### config.mk
export PLATFORM = sky130hd
export DESIGN_NAME = lcd_display_top
export DESIGN_NICKNAME = d
export VERILOG_FILES = /design/src/common/lcd_pkg.sv /design/src/screen/screen_sequencer.sv /design/src/screen/message_rom.sv /design/src/screen/glyph_formatter.sv /design/src/verilog/lcd_display_top.sv
export SDC_FILE = /design/constraint.sdc
export NUM_CORES = 1
export LEC_CHECK = 0
export BUFFER_PORTS_ARGS = -buffer_cell sky130_fd_sc_hd__buf_2
export CORE_MARGIN = 2
export CORE_UTILIZATION = 52
export DETAILED_ROUTE_END_ITERATION = 6
export PLACE_DENSITY = 0.74
export SLEW_MARGIN = 30
export SYNTH_ARGS = -nofsm -noshare
export SYNTH_HDL_FRONTEND = slang
export SYNTH_SLANG_ARGS = --single-unit
export TNS_END_PERCENT = 20
### constraint.sdc
create_clock -name i_clk -period 6.1 [get_ports i_clk]
set_input_delay 1.525 -clock i_clk [delete_from_list [all_inputs] [get_ports i_clk]]
set_output_delay 1.525 -clock i_clk [all_outputs]
set_load 0.03 [all_outputs]
### src/common/lcd_pkg.sv
package lcd_pkg;

    localparam int SLOT_W = 5;
    localparam int TXT_W  = 16;                      // max chars per line-1 text

    localparam logic [7:0] LINE2_BASE      = 8'h40;
    localparam logic [7:0] PLAY_TIME_ADDR  = 8'h05;
    localparam logic [7:0] SLASH_ADDR      = 8'h0a;
    localparam logic [7:0] TOTAL_TIME_ADDR = 8'h0b;

    localparam logic [7:0] ASCII_ZERO  = 8'h30;
    localparam logic [7:0] ASCII_SLASH = 8'h2f;
    localparam logic [7:0] ASCII_STAR  = 8'h2a;
    localparam logic [7:0] ASCII_COLON = 8'h3a;
    localparam logic [7:0] ASCII_SPACE = 8'h20;
    localparam logic [7:0] ASCII_AT    = 8'h40;

    // right-justified with zero padding on the left
    localparam logic [8*TXT_W-1:0] TXT_IDLE   = "Idle...";
    localparam logic [8*TXT_W-1:0] TXT_PLAY   = "Play";
    localparam logic [8*TXT_W-1:0] TXT_PAUSE  = "Pause";
    localparam logic [8*TXT_W-1:0] TXT_STOP   = "Stop";
    localparam logic [8*TXT_W-1:0] TXT_RECORD = "Recording";

    localparam logic [SLOT_W-1:0] LEN_IDLE   = 5'd7;
    localparam logic [SLOT_W-1:0] LEN_PLAY   = 5'd4;
    localparam logic [SLOT_W-1:0] LEN_PAUSE  = 5'd5;
    localparam logic [SLOT_W-1:0] LEN_STOP   = 5'd4;
    localparam logic [SLOT_W-1:0] LEN_RECORD = 5'd9;

    localparam logic [SLOT_W-1:0] TIME_SLOTS       = 5'd5;  // mm:ss
    localparam logic [SLOT_W-1:0] PLAY_FIELD_SLOTS = 5'd6;  // mm:ss plus slash

    typedef enum logic [3:0] {
        REC_NONE   = 4'd0,
        REC_PLAY   = 4'd1,
        REC_PAUSE  = 4'd2,
        REC_STOP   = 4'd3,
        REC_RECORD = 4'd4
    } rec_code_e;

    typedef enum logic [1:0] {
        REC_NORMAL = 2'd0,
        REC_SLOW   = 2'd1,
        REC_FAST   = 2'd2
    } rec_mode_e;

    typedef struct packed {
        logic [3:0] code;                            // rec_code_e or an undefined value
        logic [1:0] mode;                            // rec_mode_e where 3 acts as normal
        logic [3:0] speed;
        logic       interpol;
        logic [4:0] unused;
    } status_t;

    typedef struct packed {
        logic [3:0] min_ten;
        logic [3:0] min_one;
        logic [3:0] sec_ten;
        logic [3:0] sec_one;
    } bcd_time_t;

    typedef struct packed {
        status_t   status;
        bcd_time_t play_time;
        bcd_time_t total_time;
    } frame_t;

    typedef enum logic [3:0] {
        GLYPH_LITERAL,
        GLYPH_PLAY_MT,
        GLYPH_PLAY_MO,
        GLYPH_PLAY_ST,
        GLYPH_PLAY_SO,
        GLYPH_TOT_MT,
        GLYPH_TOT_MO,
        GLYPH_TOT_ST,
        GLYPH_TOT_SO,
        GLYPH_SPEED,
        GLYPH_INTERPOL
    } glyph_sel_e;

    typedef enum logic {
        LCD_WRITE = 1'b0,
        LCD_CLEAR = 1'b1
    } lcd_op_e;

    typedef struct packed {
        lcd_op_e    op;
        logic [7:0] address;
        glyph_sel_e sel;
        logic [7:0] literal;
        logic       last;                            // final slot of the pass
        logic [3:0] pad;
    } glyph_req_t;

    typedef struct packed {
        lcd_op_e    op;
        logic [7:0] address;
        logic [7:0] character;
    } lcd_cmd_t;

endpackage

### src/screen/screen_sequencer.sv
module screen_sequencer
    import lcd_pkg::*;
(
    input  logic              i_clk,
    input  logic              i_rst,
    input  status_t           status,
    input  bcd_time_t         play_time,
    input  bcd_time_t         total_time,
    input  glyph_req_t        layout,                // entry for current slot
    output frame_t            frame,
    output logic [SLOT_W-1:0] slot,
    output glyph_req_t        req,
    output logic              req_valid,
    input  logic              req_ready
);
    typedef enum logic [1:0] {
        ST_CLEAR = 2'd0,
        ST_WRITE = 2'd1,
        ST_REST  = 2'd2
    } state_e;

    state_e     state;
    logic       running;                             // low until first edge after reset
    logic       accept;
    logic       take_snapshot;
    glyph_req_t clear_req;

    assign req_valid     = running && (state != ST_REST);
    assign accept        = req_valid && req_ready;
    assign take_snapshot = !running || (state == ST_REST);

    always_comb begin
        clear_req         = '0;
        clear_req.op      = LCD_CLEAR;
        clear_req.sel     = GLYPH_LITERAL;
        clear_req.address = 8'h00;
    end

    assign req = (state == ST_CLEAR) ? clear_req : layout;

    always_ff @(posedge i_clk or posedge i_rst) begin
        if (i_rst) begin
            state   <= ST_CLEAR;
            slot    <= '0;
            running <= 1'b0;
        end else begin
            running <= 1'b1;
            case (state)
                ST_CLEAR: begin
                    if (accept) begin
                        state <= ST_WRITE;
                        slot  <= '0;
                    end
                end
                ST_WRITE: begin
                    if (accept) begin
                        if (layout.last) begin
                            state <= ST_REST;
                            slot  <= '0;
                        end else begin
                            slot <= slot + 1'b1;
                        end
                    end
                end
                ST_REST: begin
                    // new status means a fresh screen, else just refresh
                    if (status != frame.status) begin
                        state <= ST_CLEAR;
                    end else begin
                        state <= ST_WRITE;
                    end
                    slot <= '0;
                end
                default: begin
                    state <= ST_CLEAR;
                    slot  <= '0;
                end
            endcase
        end
    end

    // pass snapshot stays stable while req_valid is high
    always_ff @(posedge i_clk) begin
        if (take_snapshot) begin
            frame.status     <= status;
            frame.play_time  <= play_time;
            frame.total_time <= total_time;
        end
    end

endmodule

### src/screen/message_rom.sv
module message_rom
    import lcd_pkg::*;
(
    input  frame_t            frame,
    input  logic [SLOT_W-1:0] slot,
    output glyph_req_t        layout
);
    logic [8*TXT_W-1:0] txt;
    logic [SLOT_W-1:0]  txt_len;
    logic [SLOT_W-1:0]  txt_pos;
    logic [SLOT_W-1:0]  line1_len;
    logic [SLOT_W-1:0]  k;                           // slot within time fields
    logic [SLOT_W-1:0]  kt;                          // slot within total time
    logic [SLOT_W-1:0]  k2;                          // slot within line 2
    logic               has_play;
    logic               has_total;
    logic               mode_shown;

    function automatic glyph_sel_e time_sel(input logic [SLOT_W-1:0] idx, input logic total);
        case (idx)
            5'd0:    return total ? GLYPH_TOT_MT : GLYPH_PLAY_MT;
            5'd1:    return total ? GLYPH_TOT_MO : GLYPH_PLAY_MO;
            5'd3:    return total ? GLYPH_TOT_ST : GLYPH_PLAY_ST;
            5'd4:    return total ? GLYPH_TOT_SO : GLYPH_PLAY_SO;
            default: return GLYPH_LITERAL;           // the colon
        endcase
    endfunction

    always_comb begin
        has_play  = 1'b0;
        has_total = 1'b0;
        case (frame.status.code)
            REC_PLAY: begin
                txt       = TXT_PLAY;
                txt_len   = LEN_PLAY;
                has_play  = 1'b1;
                has_total = 1'b1;
            end
            REC_PAUSE: begin
                txt     = TXT_PAUSE;
                txt_len = LEN_PAUSE;
            end
            REC_STOP: begin
                txt     = TXT_STOP;
                txt_len = LEN_STOP;
            end
            REC_RECORD: begin
                txt       = TXT_RECORD;
                txt_len   = LEN_RECORD;
                has_total = 1'b1;
            end
            default: begin                           // undefined codes too
                txt     = TXT_IDLE;
                txt_len = LEN_IDLE;
            end
        endcase
        line1_len = txt_len + (has_play ? PLAY_FIELD_SLOTS : 5'd0)
                  + (has_total ? TIME_SLOTS : 5'd0);
    end

    assign txt_pos    = txt_len - 5'd1 - slot;
    assign k          = slot - txt_len;
    assign kt         = has_play ? k - PLAY_FIELD_SLOTS : k;
    assign k2         = slot - line1_len;
    assign mode_shown = (frame.status.mode == REC_SLOW) || (frame.status.mode == REC_FAST);

    always_comb begin
        layout     = '0;
        layout.op  = LCD_WRITE;
        layout.sel = GLYPH_LITERAL;
        if (slot < txt_len) begin
            layout.address = 8'(slot);
            layout.literal = txt[{txt_pos[3:0], 3'b000} +: 8];
        end else if (slot < line1_len) begin
            if (has_play && (k < PLAY_FIELD_SLOTS)) begin
                if (k == TIME_SLOTS) begin
                    layout.address = SLASH_ADDR;
                    layout.literal = ASCII_SLASH;
                end else begin
                    layout.address = PLAY_TIME_ADDR + 8'(k);
                    layout.sel     = time_sel(k, 1'b0);
                    layout.literal = ASCII_COLON;
                end
            end else begin
                layout.address = TOTAL_TIME_ADDR + 8'(kt);
                layout.sel     = time_sel(kt, 1'b1);
                layout.literal = ASCII_COLON;
            end
        end else if (mode_shown) begin
            case (k2)
                5'd0: begin
                    layout.address = LINE2_BASE;
                    layout.literal = (frame.status.mode == REC_SLOW) ? ASCII_SLASH : ASCII_STAR;
                end
                5'd1: begin
                    layout.address = LINE2_BASE + 8'd1;
                    layout.sel     = GLYPH_SPEED;
                end
                5'd2: begin
                    layout.address = LINE2_BASE + 8'd2;
                    layout.literal = ASCII_SPACE;
                end
                default: begin
                    layout.address = LINE2_BASE + 8'd3;
                    layout.sel     = GLYPH_INTERPOL;
                    layout.last    = 1'b1;
                end
            endcase
        end else begin
            // normal mode writes only the interpolation flag
            layout.address = LINE2_BASE + 8'd3;
            layout.sel     = GLYPH_INTERPOL;
            layout.last    = 1'b1;
        end
    end

endmodule

### src/screen/glyph_formatter.sv
module glyph_formatter
    import lcd_pkg::*;
(
    input  logic       i_clk,
    input  logic       i_rst,
    input  frame_t     frame,
    input  glyph_req_t req,
    input  logic       req_valid,
    output logic       req_ready,
    output lcd_cmd_t   cmd,
    output logic       cmd_valid,
    input  logic       cmd_ready
);
    logic [3:0] digit;
    logic       is_digit;
    logic [7:0] character;
    logic       accept;

    always_comb begin
        digit    = 4'h0;
        is_digit = 1'b1;
        case (req.sel)
            GLYPH_PLAY_MT: digit = frame.play_time.min_ten;
            GLYPH_PLAY_MO: digit = frame.play_time.min_one;
            GLYPH_PLAY_ST: digit = frame.play_time.sec_ten;
            GLYPH_PLAY_SO: digit = frame.play_time.sec_one;
            GLYPH_TOT_MT:  digit = frame.total_time.min_ten;
            GLYPH_TOT_MO:  digit = frame.total_time.min_one;
            GLYPH_TOT_ST:  digit = frame.total_time.sec_ten;
            GLYPH_TOT_SO:  digit = frame.total_time.sec_one;
            GLYPH_SPEED:   digit = frame.status.speed;
            default:       is_digit = 1'b0;
        endcase
    end

    always_comb begin
        if (is_digit) begin
            character = ASCII_ZERO + {4'h0, digit};
        end else if (req.sel == GLYPH_INTERPOL) begin
            character = frame.status.interpol ? ASCII_AT : ASCII_ZERO;
        end else begin
            character = req.literal;
        end
    end

    assign req_ready = !cmd_valid || cmd_ready;      // empty or draining now
    assign accept    = req_valid && req_ready;

    always_ff @(posedge i_clk or posedge i_rst) begin
        if (i_rst) begin
            cmd_valid <= 1'b0;
        end else if (accept) begin
            cmd_valid <= 1'b1;
        end else if (cmd_ready) begin
            cmd_valid <= 1'b0;
        end
    end

    always_ff @(posedge i_clk) begin
        if (accept) begin
            cmd.op        <= req.op;
            cmd.address   <= req.address;
            cmd.character <= character;
        end
    end

endmodule

### src/verilog/lcd_display_top.sv
module lcd_display_top
    import lcd_pkg::*;
(
    input  logic      i_clk,
    input  logic      i_rst,
    input  status_t   status,
    input  bcd_time_t play_time,
    input  bcd_time_t total_time,
    output lcd_cmd_t  cmd,
    output logic      cmd_valid,
    input  logic      cmd_ready                      // LCD not busy
);
    frame_t            frame;
    logic [SLOT_W-1:0] slot;
    glyph_req_t        layout;
    glyph_req_t        req;
    logic              req_valid;
    logic              req_ready;

    screen_sequencer u_sequencer (
        .i_clk      (i_clk),
        .i_rst      (i_rst),
        .status     (status),
        .play_time  (play_time),
        .total_time (total_time),
        .layout     (layout),
        .frame      (frame),
        .slot       (slot),
        .req        (req),
        .req_valid  (req_valid),
        .req_ready  (req_ready)
    );

    message_rom u_rom (
        .frame  (frame),
        .slot   (slot),
        .layout (layout)
    );

    glyph_formatter u_formatter (
        .i_clk     (i_clk),
        .i_rst     (i_rst),
        .frame     (frame),
        .req       (req),
        .req_valid (req_valid),
        .req_ready (req_ready),
        .cmd       (cmd),
        .cmd_valid (cmd_valid),
        .cmd_ready (cmd_ready)
    );

endmodule

# Yosys cells after proc, flatten, opt, wreduce, memory -nomap -nowiden
# Index checks and enable logic that the tools add are counted.
dict set report word_totals {
  regBits 74
  in_bits 51
  wordCells 133
}
dict set report op_classes {
  addsub 11
  n_lt_le_gt_ge 3
  n_eq_ne 32
  shift 1
  n_mux 44
  n_reduce_logical 21
}
# cell n
set op_table {}
lappend op_table {{71-bit case mux with 4 select lines} 1}
lappend op_table {{128-bit by 8-bit indexed part select with 8-bit output} 1}
lappend op_table {{8-bit 2-to-1 mux} 6}
lappend op_table {{20-bit 2-to-1 mux} 2}
lappend op_table {{4-bit case mux with 9 select lines} 1}
lappend op_table {{26-bit 2-to-1 mux} 1}
lappend op_table {{5-bit 2-to-1 mux} 5}
lappend op_table {{4-bit by 3-bit == test with 1-bit output, second input constant} 5}
lappend op_table {{4-bit by 2-bit == test with 1-bit output, second input constant} 4}
lappend op_table {{16-bit != test} 1}
lappend op_table {{4-bit case mux with 4 select lines} 1}
lappend op_table {{8-bit case mux with 2 select lines} 1}
lappend op_table {{5-bit by 1-bit == test with 1-bit output, second input constant} 3}
lappend op_table {{5-bit by 2-bit == test with 1-bit output, second input constant} 3}
lappend op_table {{5-bit by 3-bit == test with 1-bit output, second input constant} 3}
lappend op_table {{5-bit zero test} 3}
lappend op_table {{4-bit == test, second input constant} 3}
lappend op_table {{12-bit 2-to-1 mux} 1}
lappend op_table {{2-bit case mux with 3 select lines} 2}
lappend op_table {{3-bit case mux with 4 select lines} 1}
lappend op_table {{4-bit case mux with 3 select lines} 1}
lappend op_table {{1-bit 2-to-1 mux} 10}
lappend op_table {{5-bit case mux with 2 select lines} 1}
lappend op_table {{3-bit 2-to-1 mux} 3}
lappend op_table {{33 further kinds} 49}

# Logic depth before layout (Yosys ltp)
# Gate-level depths: netlist of run 1.
dict set report depth {
  ltp_word 17
  ltp_mapped 21
  depth_no_buf 19
}

# Hierarchy
# A second synthesis of run 1 with hierarchy kept.
dict set report unflattened {
  cells_unflattened 553
  hier_area_um2 5306.3
}
# module instances cells_each area_per_inst_um2 seq_area_each_um2
set modules_own_cells {}
lappend modules_own_cells {screen_sequencer 1 139 2204.6 1641.6}
lappend modules_own_cells {message_rom 1 311 2043.2 0.0}
lappend modules_own_cells {glyph_formatter 1 103 1058.5 535.5}

# Worst setup path before layout of run 1
# OpenSTA, ideal clock, no wires.
dict set report synth_path {
  kind {reg-to-reg}
  start {reg u_sequencer.state[1]}
  end {reg u_formatter.cmd[0] (netlist name)}
  setup_time_ns 0.617
  arrival_ns 5.146
  t_required_ns 5.483
  slack_ns 0.338
  stages_incl_launch_ff 4
  period_less_slack_ns 5.762
  path_cell_list {dfrtp_1 -> inv_1 -> o21ai_0 -> nor2b_1}
}
dict set report synth_via {
  elab_chain_len 3
}
# element line
set synth_lines {}
lappend synth_lines {{start: declaration} screen_sequencer.sv:22} ;# state_e state;
lappend synth_lines {{start signal: assignment} screen_sequencer.sv:43} ;# state <= ST_CLEAR;
lappend synth_lines {{start signal: assignment} screen_sequencer.sv:51} ;# state <= ST_WRITE;
lappend synth_lines {{start signal: assignment} screen_sequencer.sv:58} ;# state <= ST_REST;
lappend synth_lines {{2-bit != test} screen_sequencer.sv:28} ;# assign req_valid = running && (state != ST_REST);
lappend synth_lines {{1-bit logical AND} screen_sequencer.sv:28}
lappend synth_lines {{1-bit logical AND} glyph_formatter.sv:47} ;# assign accept = req_valid && req_ready;
lappend synth_lines {{via u_formatter.accept} glyph_formatter.sv:17} ;# logic accept;
# The timed path passes the listed nets, and every way through them passes these cells.
# A chain may end at the register's enable or synchronous reset.

# Final worst setup path of run 1
dict set report layout_path {
  start {reg u_sequencer.frame[45] (netlist name)}
  end {reg u_formatter.cmd[1] (netlist name)}
}
dict set report layout_via {
  elab_chain_len 17
}
# element line
set layout_lines {}
lappend layout_lines {{4-bit by 1-bit == test with 1-bit output (tied with other cells)} message_rom.sv:32} ;# case (frame.status.code)
lappend layout_lines {{2-bit OR reduction (no line) / 1-bit 2-to-1 mux (equally long branches)} n/a}
lappend layout_lines {{4-bit case mux with 3 select lines (tied with other cells)} message_rom.sv:32}
lappend layout_lines {{4-bit by 5-bit adder with 5-bit output / 3-bit 2-to-1 mux (equally long branches)} {message_rom.sv:57, message_rom.sv:58}}
lappend layout_lines {{5-bit adder} message_rom.sv:58} ;# + (has_total ? TIME_SLOTS : 5'd0);
lappend layout_lines {{5-bit subtractor} message_rom.sv:64} ;# assign k2 = slot - line1_len;
lappend layout_lines {{5-bit by 2-bit == test with 1-bit output / 5-bit zero test (equally long branches)} message_rom.sv:90} ;# case (k2)
lappend layout_lines {{2-bit OR reduction (no line)} n/a}
lappend layout_lines {{[... 2 more ...]} n/a}
lappend layout_lines {{20-bit 2-to-1 mux} message_rom.sv:74} ;# end else if (slot < line1_len) begin
lappend layout_lines {{4-bit 2-to-1 mux} message_rom.sv:71} ;# if (slot < txt_len) begin
lappend layout_lines {{26-bit 2-to-1 mux *} screen_sequencer.sv:39} ;# assign req = (state == ST_CLEAR) ? clear_req : layout;
lappend layout_lines {{4-bit == test (tied with other cells)} glyph_formatter.sv:22} ;# case (req.sel)
lappend layout_lines {{4-bit case mux with 9 select lines / 9-bit OR reduction (equally long branches)} n/a}
lappend layout_lines {{6-bit by 4-bit adder with 7-bit output / 1-bit 2-to-1 mux (equally long branches)} {glyph_formatter.sv:38, glyph_formatter.sv:22}}
lappend layout_lines {{8-bit 2-to-1 mux *} glyph_formatter.sv:37} ;# if (is_digit) begin
lappend layout_lines {{via u_formatter.character[1]} glyph_formatter.sv:16} ;# logic [7:0] character;
# Mark *: on every way through the listed nets, which the timed path passes. The rest lies on a longest branch.

==> metrics.cfg, run 1 <==
[run_status]
run_status = completed

[drt]
wirelength_mm = 12.2
detailroute.via_count = 3934
dr.pass1.iters = 4
antenna_violating_nets_post_route = 0
drc = 0
avgRoutedWirePerCell_um = 18.7
via_per_inst = 6.02
detailedRoute.firstIterationViolations = 288

[pwr]
netSwitchingPower_mw = 1.30
power_frac_clock = 0.151
vdd_ir_drop_max_mv = 0.203
leakagePower_nw = 2.26
seq_power_share = 0.262
power.share.combinational = 0.587
finalPower_mw = 2.74
fraction_of_power_spent_switching_nets = 0.476
p_per_area_mw_per_mm2 = 502
internal-power_mw = 1.43

[global_routing]
global_route_wire_length_before_repair_mm = 19.7
grt.total_usage = 0.259
grt_antenna_before_repair = 0
grt-ovfl-total = 0
grt_pass1_vias = 3740
grt_max_degree = 51

[layout]
diodes = 0
area_growth_pct = 14.6
drive_gt1_frac = 0.213
final_net_count = 621

[floorplan]
floorplan.die.height_um = 99.6
io-pin-count = 69
start_util = 0.540
floorplan.rows = 34
dieWidth_um = 99.6
design.core.area_mm2 = 0.00881
die_area_mm2 = 0.00993

[worst_setup_path]
crit_type = flop to flop
worstSetupEndpointType = flop
worst_setup_path_startpoint = u_sequencer.frame[45]
worstPathArrival_ns = 5.71
data_required_time_at_the_worst_endpoint_ns = 6.20
regToRegStartpoint = u_sequencer.frame[45]
timing.critical_path.fanout_max = 17
crit_path_start_kind = flop
timing.reg2reg.worst_path_depth = 19
worst_setup_path_endpoint = u_formatter.cmd[1]
rrSetupSlack_ns = 0.49
crit-reg2reg-capture = u_formatter.cmd[1]

[cts]
cts.repair.resized = 0
cts_post_setup_buffers_inserted = 0
clk_pin_slew_ns = 0.09
worst_skew_pair.late_latency_ns = 0.36
cts_max_level = 3
cts-buffers-inserted = 9
cts_tree = done
maximum_count_of_clock_buffers_along_a_single_path = 2
hold_buffers = 0
cts_sinks = 72
buffer_cell_driving_the_clock_tree_root = sky130_fd_sc_hd__clkbuf_8

[timing]
layout_min_cycle_time_ns = 5.61
finalSetupViolCount = 0
final.hold.worst_slack_ns = 0.517
maxSlewViolCount = 0
min_period_over_period = 0.920
setup_total_negative_slack_ns = 0
clock_skew_ns = 0.0103
relSlewSlack = 0.547
tightest_pin_transition_ns = 0.680
hold_violation_count_in_the_final_report = 0
grt_setup_unrepaired = no
fmaxAchievable_mhz = 178

[placement]
post-dp-hpwl_mm = 9.30
io_buffers = 66
rd_place_congestion = 0.968

[yosys]
portion_of_the_post_synthesis_area_used_by_sequential_elements = 0.445
syn-mean-instance-area_um2 = 10.2
asyncSetResetFlopFracSynth = 0.125
number_of_synthesized_flops_with_an_enable_pin = 63
synth-warning-count = 0
postSynthRegisterBits = 72
post_synth_inst_count = 468
netlist_area_mm2 = 0.00476
synth_top_flop_cell = sky130_fd_sc_hd__edfxtp_1
synth_cell_types = 70

[run]
max-cap-violations = 0

[worst_hold_path]
hold_class = flop to flop

[through the flow]
stage / utilization / instances / worst slack, ns / area, µm²
5_1_grt: 0.619 / 653 / 0.116 / 5450
3_3_place_gp: 0.596 / 637 / 0.655 / 5250
6_report: 0.619 / 653 / 0.488 / 5450
2_1_floorplan: - / 469 / 0.338 / 4760
4_1_cts: 0.619 / 653 / 0.514 / 5450
3_5_place_dp: 0.596 / 637 / 0.545 / 5250
[area by class of cell]
class                           count  area, µm²
Fill cell                         744       3350
Clock inverter                      7       83.8
Sequential cell                    72       2120
Tap cell                          108        135
Timing Repair Buffer               80        435
Multi-Input combinational cell    350       2460
Inverter                           27        101
Clock buffer                        9        124
[synth_stat cells (4+ instances only)]
master                       n  share of area
sky130_fd_sc_hd__nand4_1     5         0.0066
sky130_fd_sc_hd__o211ai_1    5         0.0079
sky130_fd_sc_hd__a31oi_1     7         0.0092
sky130_fd_sc_hd__o2111ai_1   4         0.0074
sky130_fd_sc_hd__edfxtp_1   63           0.40
sky130_fd_sc_hd__xor2_1     19          0.035
sky130_fd_sc_hd__o22ai_1    11          0.014
sky130_fd_sc_hd__ha_1       27          0.071
sky130_fd_sc_hd__clkbuf_1   13          0.010
sky130_fd_sc_hd__o21a_1      4         0.0063
sky130_fd_sc_hd__a21oi_1    27          0.028
sky130_fd_sc_hd__nor4_1      6         0.0079
sky130_fd_sc_hd__nor2b_1     6         0.0079
sky130_fd_sc_hd__a22oi_1     6         0.0095
sky130_fd_sc_hd__mux2_2      4         0.0095
sky130_fd_sc_hd__mux2i_1     7          0.015
sky130_fd_sc_hd__nor3_1     10          0.011
sky130_fd_sc_hd__nor2_1     29          0.023
sky130_fd_sc_hd__or2_2       5         0.0066
sky130_fd_sc_hd__xnor2_1     9          0.017
sky130_fd_sc_hd__inv_1      26          0.021
sky130_fd_sc_hd__nand2_1    39          0.031
sky130_fd_sc_hd__and2_1      5         0.0066
sky130_fd_sc_hd__a211oi_1    4         0.0063
sky130_fd_sc_hd__a22o_1      4         0.0074
sky130_fd_sc_hd__o21ai_0    35          0.037
sky130_fd_sc_hd__o31ai_1     4         0.0063
sky130_fd_sc_hd__nand3_1    11          0.012
sky130_fd_sc_hd__dfrtp_1     9          0.047
[routing by layer]
metal | part of all wire | vias to the layer above | track usage | routed length [µm]
met5 | 0 | - | 0 | 0
met4 | 0.026 | 0 | 0.102 | 320
met3 | 0.063 | 21 | 0.0464 | 766
met2 | 0.45 | 160 | 0.394 | 5500
met1 | 0.46 | 1851 | 0.368 | 5640
li1 | - | 1902 | - | -
[power groups by stage]
stage / registers, mW / logic [mW] / clock network (mW)
3_3_place_gp: 0.728 / 1.57 / 0
2_1_floorplan: 0.797 / 1.06 / 0
3_5_place_dp: 0.730 / 1.57 / 0
4_1_cts: 0.719 / 1.58 / 0.419
5_1_grt: 0.731 / 1.76 / 0.436
6_report: 0.718 / 1.61 / 0.413
[worst max-delay path, stage by stage, from the launching register on]
cell	delay, ns
sky130_fd_sc_hd__edfxtp_1	0.60
sky130_fd_sc_hd__or4b_4	0.70
sky130_fd_sc_hd__inv_1	0.20
sky130_fd_sc_hd__or2_2	0.17
sky130_fd_sc_hd__inv_1	0.08
sky130_fd_sc_hd__ha_1	0.29
sky130_fd_sc_hd__ha_1	0.22
sky130_fd_sc_hd__fa_1	0.48
sky130_fd_sc_hd__inv_1	0.04
sky130_fd_sc_hd__ha_1	0.30
sky130_fd_sc_hd__or2_2	0.31
sky130_fd_sc_hd__o211ai_1	0.12
sky130_fd_sc_hd__a21oi_1	0.25
sky130_fd_sc_hd__nor2_1	0.31
sky130_fd_sc_hd__nand2_1	0.20
sky130_fd_sc_hd__o41ai_4	0.24
sky130_fd_sc_hd__buf_4	0.25
sky130_fd_sc_hd__mux2_2	0.35
sky130_fd_sc_hd__a21oi_1	0.14
sky130_fd_sc_hd__nand4_1	0.11
[state kept, by name, indices dropped and copies added, names as in the netlist]
| register | flops |
|---|---|
| u_sequencer.running | 1 |
| u_sequencer.slot | 5 |
| u_sequencer.state | 2 |
| u_formatter.cmd_valid | 1 |
| u_formatter.cmd | 15 |
| u_sequencer.frame | 48 |
[how the worst min path moves through the flow]
stage | from | slack, ns | depth (start not counted) | end
2_1_floorplan | u_sequencer.state[1] | 0.47 | 1 | u_sequencer.state[1]
3_3_place_gp | u_sequencer.state[1] | 0.49 | 1 | u_sequencer.state[1]
3_5_place_dp | u_sequencer.state[1] | 0.50 | 1 | u_sequencer.state[1]
4_1_cts | u_sequencer.state[1] | 0.52 | 1 | u_sequencer.state[1]
5_1_grt | u_sequencer.state[1] | 0.54 | 1 | u_sequencer.state[1]
6_report | u_sequencer.state[1] | 0.52 | 1 | u_sequencer.state[1]
[cells in the final DEF, fill, tap and decap left out, types with 4 or more instances in the layout]
cell type and instances:
sky130_fd_sc_hd__buf_2 66, sky130_fd_sc_hd__o21ai_0 34, sky130_fd_sc_hd__nor3_1 10, sky130_fd_sc_hd__o31ai_1 4, sky130_fd_sc_hd__mux2_2 4, sky130_fd_sc_hd__a22oi_1 6
sky130_fd_sc_hd__xor2_1 19, sky130_fd_sc_hd__o2111ai_1 4, sky130_fd_sc_hd__a31oi_1 7, sky130_fd_sc_hd__nand2_1 39, sky130_fd_sc_hd__nand3_1 11, sky130_fd_sc_hd__o21a_1 4
sky130_fd_sc_hd__o211ai_1 5, sky130_fd_sc_hd__a211oi_1 4, sky130_fd_sc_hd__buf_4 14, sky130_fd_sc_hd__xnor2_1 9, sky130_fd_sc_hd__edfxtp_1 63, sky130_fd_sc_hd__o22ai_1 11
sky130_fd_sc_hd__and2_1 5, sky130_fd_sc_hd__nor4_1 6, sky130_fd_sc_hd__inv_1 26, sky130_fd_sc_hd__clkbuf_8 9, sky130_fd_sc_hd__nor2_1 29, sky130_fd_sc_hd__a21oi_1 27
sky130_fd_sc_hd__nand4_1 5, sky130_fd_sc_hd__dfrtp_1 9, sky130_fd_sc_hd__nor2b_1 6, sky130_fd_sc_hd__a22o_1 4, sky130_fd_sc_hd__mux2i_1 7, sky130_fd_sc_hd__or2_2 5
sky130_fd_sc_hd__ha_1 27
[logic make-up (layout without fill, tap and decap cells)]
group | Yosys count | after routing | share of synthesized area
AO/OA/AOI/OAI | 139 | 139 | 0.199
other | 2 | 3 | 0.00158
multiplexers | 11 | 11 | 0.0242
adder cells (fa/ha/maj) | 30 | 30 | 0.0836
XOR/XNOR | 29 | 29 | 0.0563
buffers and inverters | 47 | 123 | 0.0418
AND/OR/NAND/NOR | 138 | 138 | 0.149
flip-flops | 72 | 72 | 0.445
Note: power is estimated with default switching activity, not from simulation.
==> inputs of run 2 (changes only) <==
Settings changed: CAP_MARGIN set to 20, CORE_UTILIZATION 52 to 53, PLACE_DENSITY 0.74 to 0.77, SYNTH_HIERARCHICAL set to 1.
==> metrics.cfg, run 2 <==
[cts]
cts_tree = done
worst_skew_pair.late_latency_ns = 0.36
clk_pin_slew_ns = 0.09
cts_sinks = 74
cts-buffers-inserted = 9
cts_max_level = 3
buffer_cell_driving_the_clock_tree_root = sky130_fd_sc_hd__clkbuf_8
maximum_count_of_clock_buffers_along_a_single_path = 2

[placement]
dp_cells = 743
io_buffers = 68
rd_place_congestion = 1.01
post-dp-hpwl_mm = 10.1

[drt]
via_per_inst = 6.10
dr.pass1.iters = 7
drc = 1
avgRoutedWirePerCell_um = 17.8
wirelength_mm = 13.6
detailedRoute.firstIterationViolations = 361
detailroute.via_count = 4653
antenna_violating_nets_post_route = 0

[global_routing]
grt_max_degree = 49
grt_antenna_before_repair = 0
grt.total_usage = 0.257
grt_pass1_vias = 4249
global_route_wire_length_before_repair_mm = 21.2
grt-ovfl-total = 0

[pwr]
leakagePower_nw = 2.46
p_per_area_mw_per_mm2 = 468
vdd_ir_drop_max_mv = 0.250

[floorplan]
floorplan.rows = 36
die_area_mm2 = 0.0107
start_util = 0.541
dieWidth_um = 103
io-pin-count = 69
floorplan.die.height_um = 103
design.core.area_mm2 = 0.00968

[timing]
hold_violation_count_in_the_final_report = 0
setup_total_negative_slack_ns = 0
maxSlewViolCount = 0
finalSetupViolCount = 0
min_period_over_period = 0.932
grt_setup_unrepaired = no
fmaxAchievable_mhz = 176
layout_min_cycle_time_ns = 5.68
clock_skew_ns = 0.0140
relSlewSlack = 0.412
tightest_pin_transition_ns = 0.882

[layout]
registers.top_by_ff_count = u_sequencer/frame
largest_register_ff_count = 48
final_cell_count_no_fill = 763
final_net_count = 707
most_used_cells_in_the_layout_excluding_fill_and_tap_cells = sky130_fd_sc_hd__buf_2 (68), sky130_fd_sc_hd__edfxtp_1 (65), sky130_fd_sc_hd__nor2_1 (49)
area_growth_pct = 15.4
most_common_library_cell_in_the_layout_ignoring_fill_and_taps = sky130_fd_sc_hd__buf_2
drive_gt1_frac = 0.213
reg.largest.list = u_sequencer/frame x48, u_formatter/cmd x17, u_sequencer/slot x5
diodes = 0
fillerInstances = 793

[worst_setup_path]
timing.critical_path.cells = or4b_4, inv_2, nor2_1, fa_1, fa_1, xor2_1, ha_1, nor2b_1, o21ai_0, o211ai_1, or4_1, a22oi_1, a221oi_1, nor2b_1, buf_12, nor3b_1, a22oi_1, a2bb2oi_1, nand3_1
crit_type = flop to flop
crit_buf_inv = 2
slowest_delay_ns = 0.69
worstPathArrival_ns = 5.91
cp_top_family = simple AND/OR/NAND/NOR gates
crit_path_top_delay_cell = sky130_fd_sc_hd__or4b_4
timing.critical_path.fanout_max = 17
crit_path_start_kind = flop
data_required_time_at_the_worst_endpoint_ns = 6.33
worstSetupEndpointType = flop

[yosys]
synth-warning-count = 6
netlist_area_mm2 = 0.00524
syn-mean-instance-area_um2 = 9.64
post_synth_inst_count = 544

[run_status]
failing_checks = design-rule violations
run_status = finished with violations

[worst_hold_path]
hold_class = flop to flop

[run]
max-cap-violations = 0

run 2: what timing repair did:
item / in CTS / in global routing
setup buffers: 0 / 4
setup endpoints to repair: 0 / 5
resized for setup: 0 / 1
hold buffers: 0 / 0
run 2: report_power, final:
part / internal [mW] / leakage (nW) / switching [mW]
Clock: 0.197 / 0.100 / 0.206
Sequential: 0.672 / 0.750 / 0.0711
Combinational: 0.624 / 1.61 / 1.06
run 2: final cells by class:
| cell class | count | area (µm²) | share of cell area |
|---|---|---|---|
| multi-input cells | 411 | 2800 | 0.463 |
| flip-flops and latches | 74 | 2180 | 0.360 |
| repair buffers | 99 | 586 | 0.0968 |
| well taps | 133 | 166 | 0.0275 |
| clock buffers | 9 | 124 | 0.0205 |
| inverters | 30 | 113 | 0.0186 |
| clock inverters | 7 | 85.1 | 0.0141 |
run 2: final timing paths:
kind / start / cells past startpoint / end / slack [ns]
max in group asynchronous: i_rst / 2 / u_sequencer/state[1] / 4.76
setup / recovery: u_sequencer/frame[45] / 19 / u_formatter/cmd[2] / 0.42
hold reg to reg: u_sequencer/frame[10] / 2 / u_formatter/cmd[2] / 0.58
setup reg to reg: u_sequencer/frame[45] / 19 / u_formatter/cmd[2] / 0.42
hold / removal: u_sequencer/frame[10] / 2 / u_formatter/cmd[2] / 0.58
min in group asynchronous: i_rst / 2 / u_formatter/cmd_valid / 0.99
run 2: tightest hold or removal path, cell delays in order, from the launching register on:
cell                       delay, ns
sky130_fd_sc_hd__edfxtp_1       0.33
sky130_fd_sc_hd__a22oi_1        0.06
sky130_fd_sc_hd__nand3_1        0.08
run 2: layer usage:
metal	vias to the layer above	track usage	wire, µm
met4	0	0.100	379
li1	2160	-	-
met2	227	0.390	6340
met3	33	0.0531	1100
met5	-	0	0
met1	2233	0.361	5780
run 2: through the flow:
stage                      util  instance area [µm²]  hold WS (ns)  setup slack (ns)  power (mW)
final                     0.625                 6050         0.576             0.417        2.83
after global routing      0.625                 6050         0.637             0.144        3.02
after CTS                 0.621                 6010         0.575             0.122        2.78
after detailed placement  0.599                 5810         0.541             0.198        2.37
after global placement    0.599                 5810         0.557             0.543        2.35
after floorplan               -                 5250         0.531             0.951        1.92
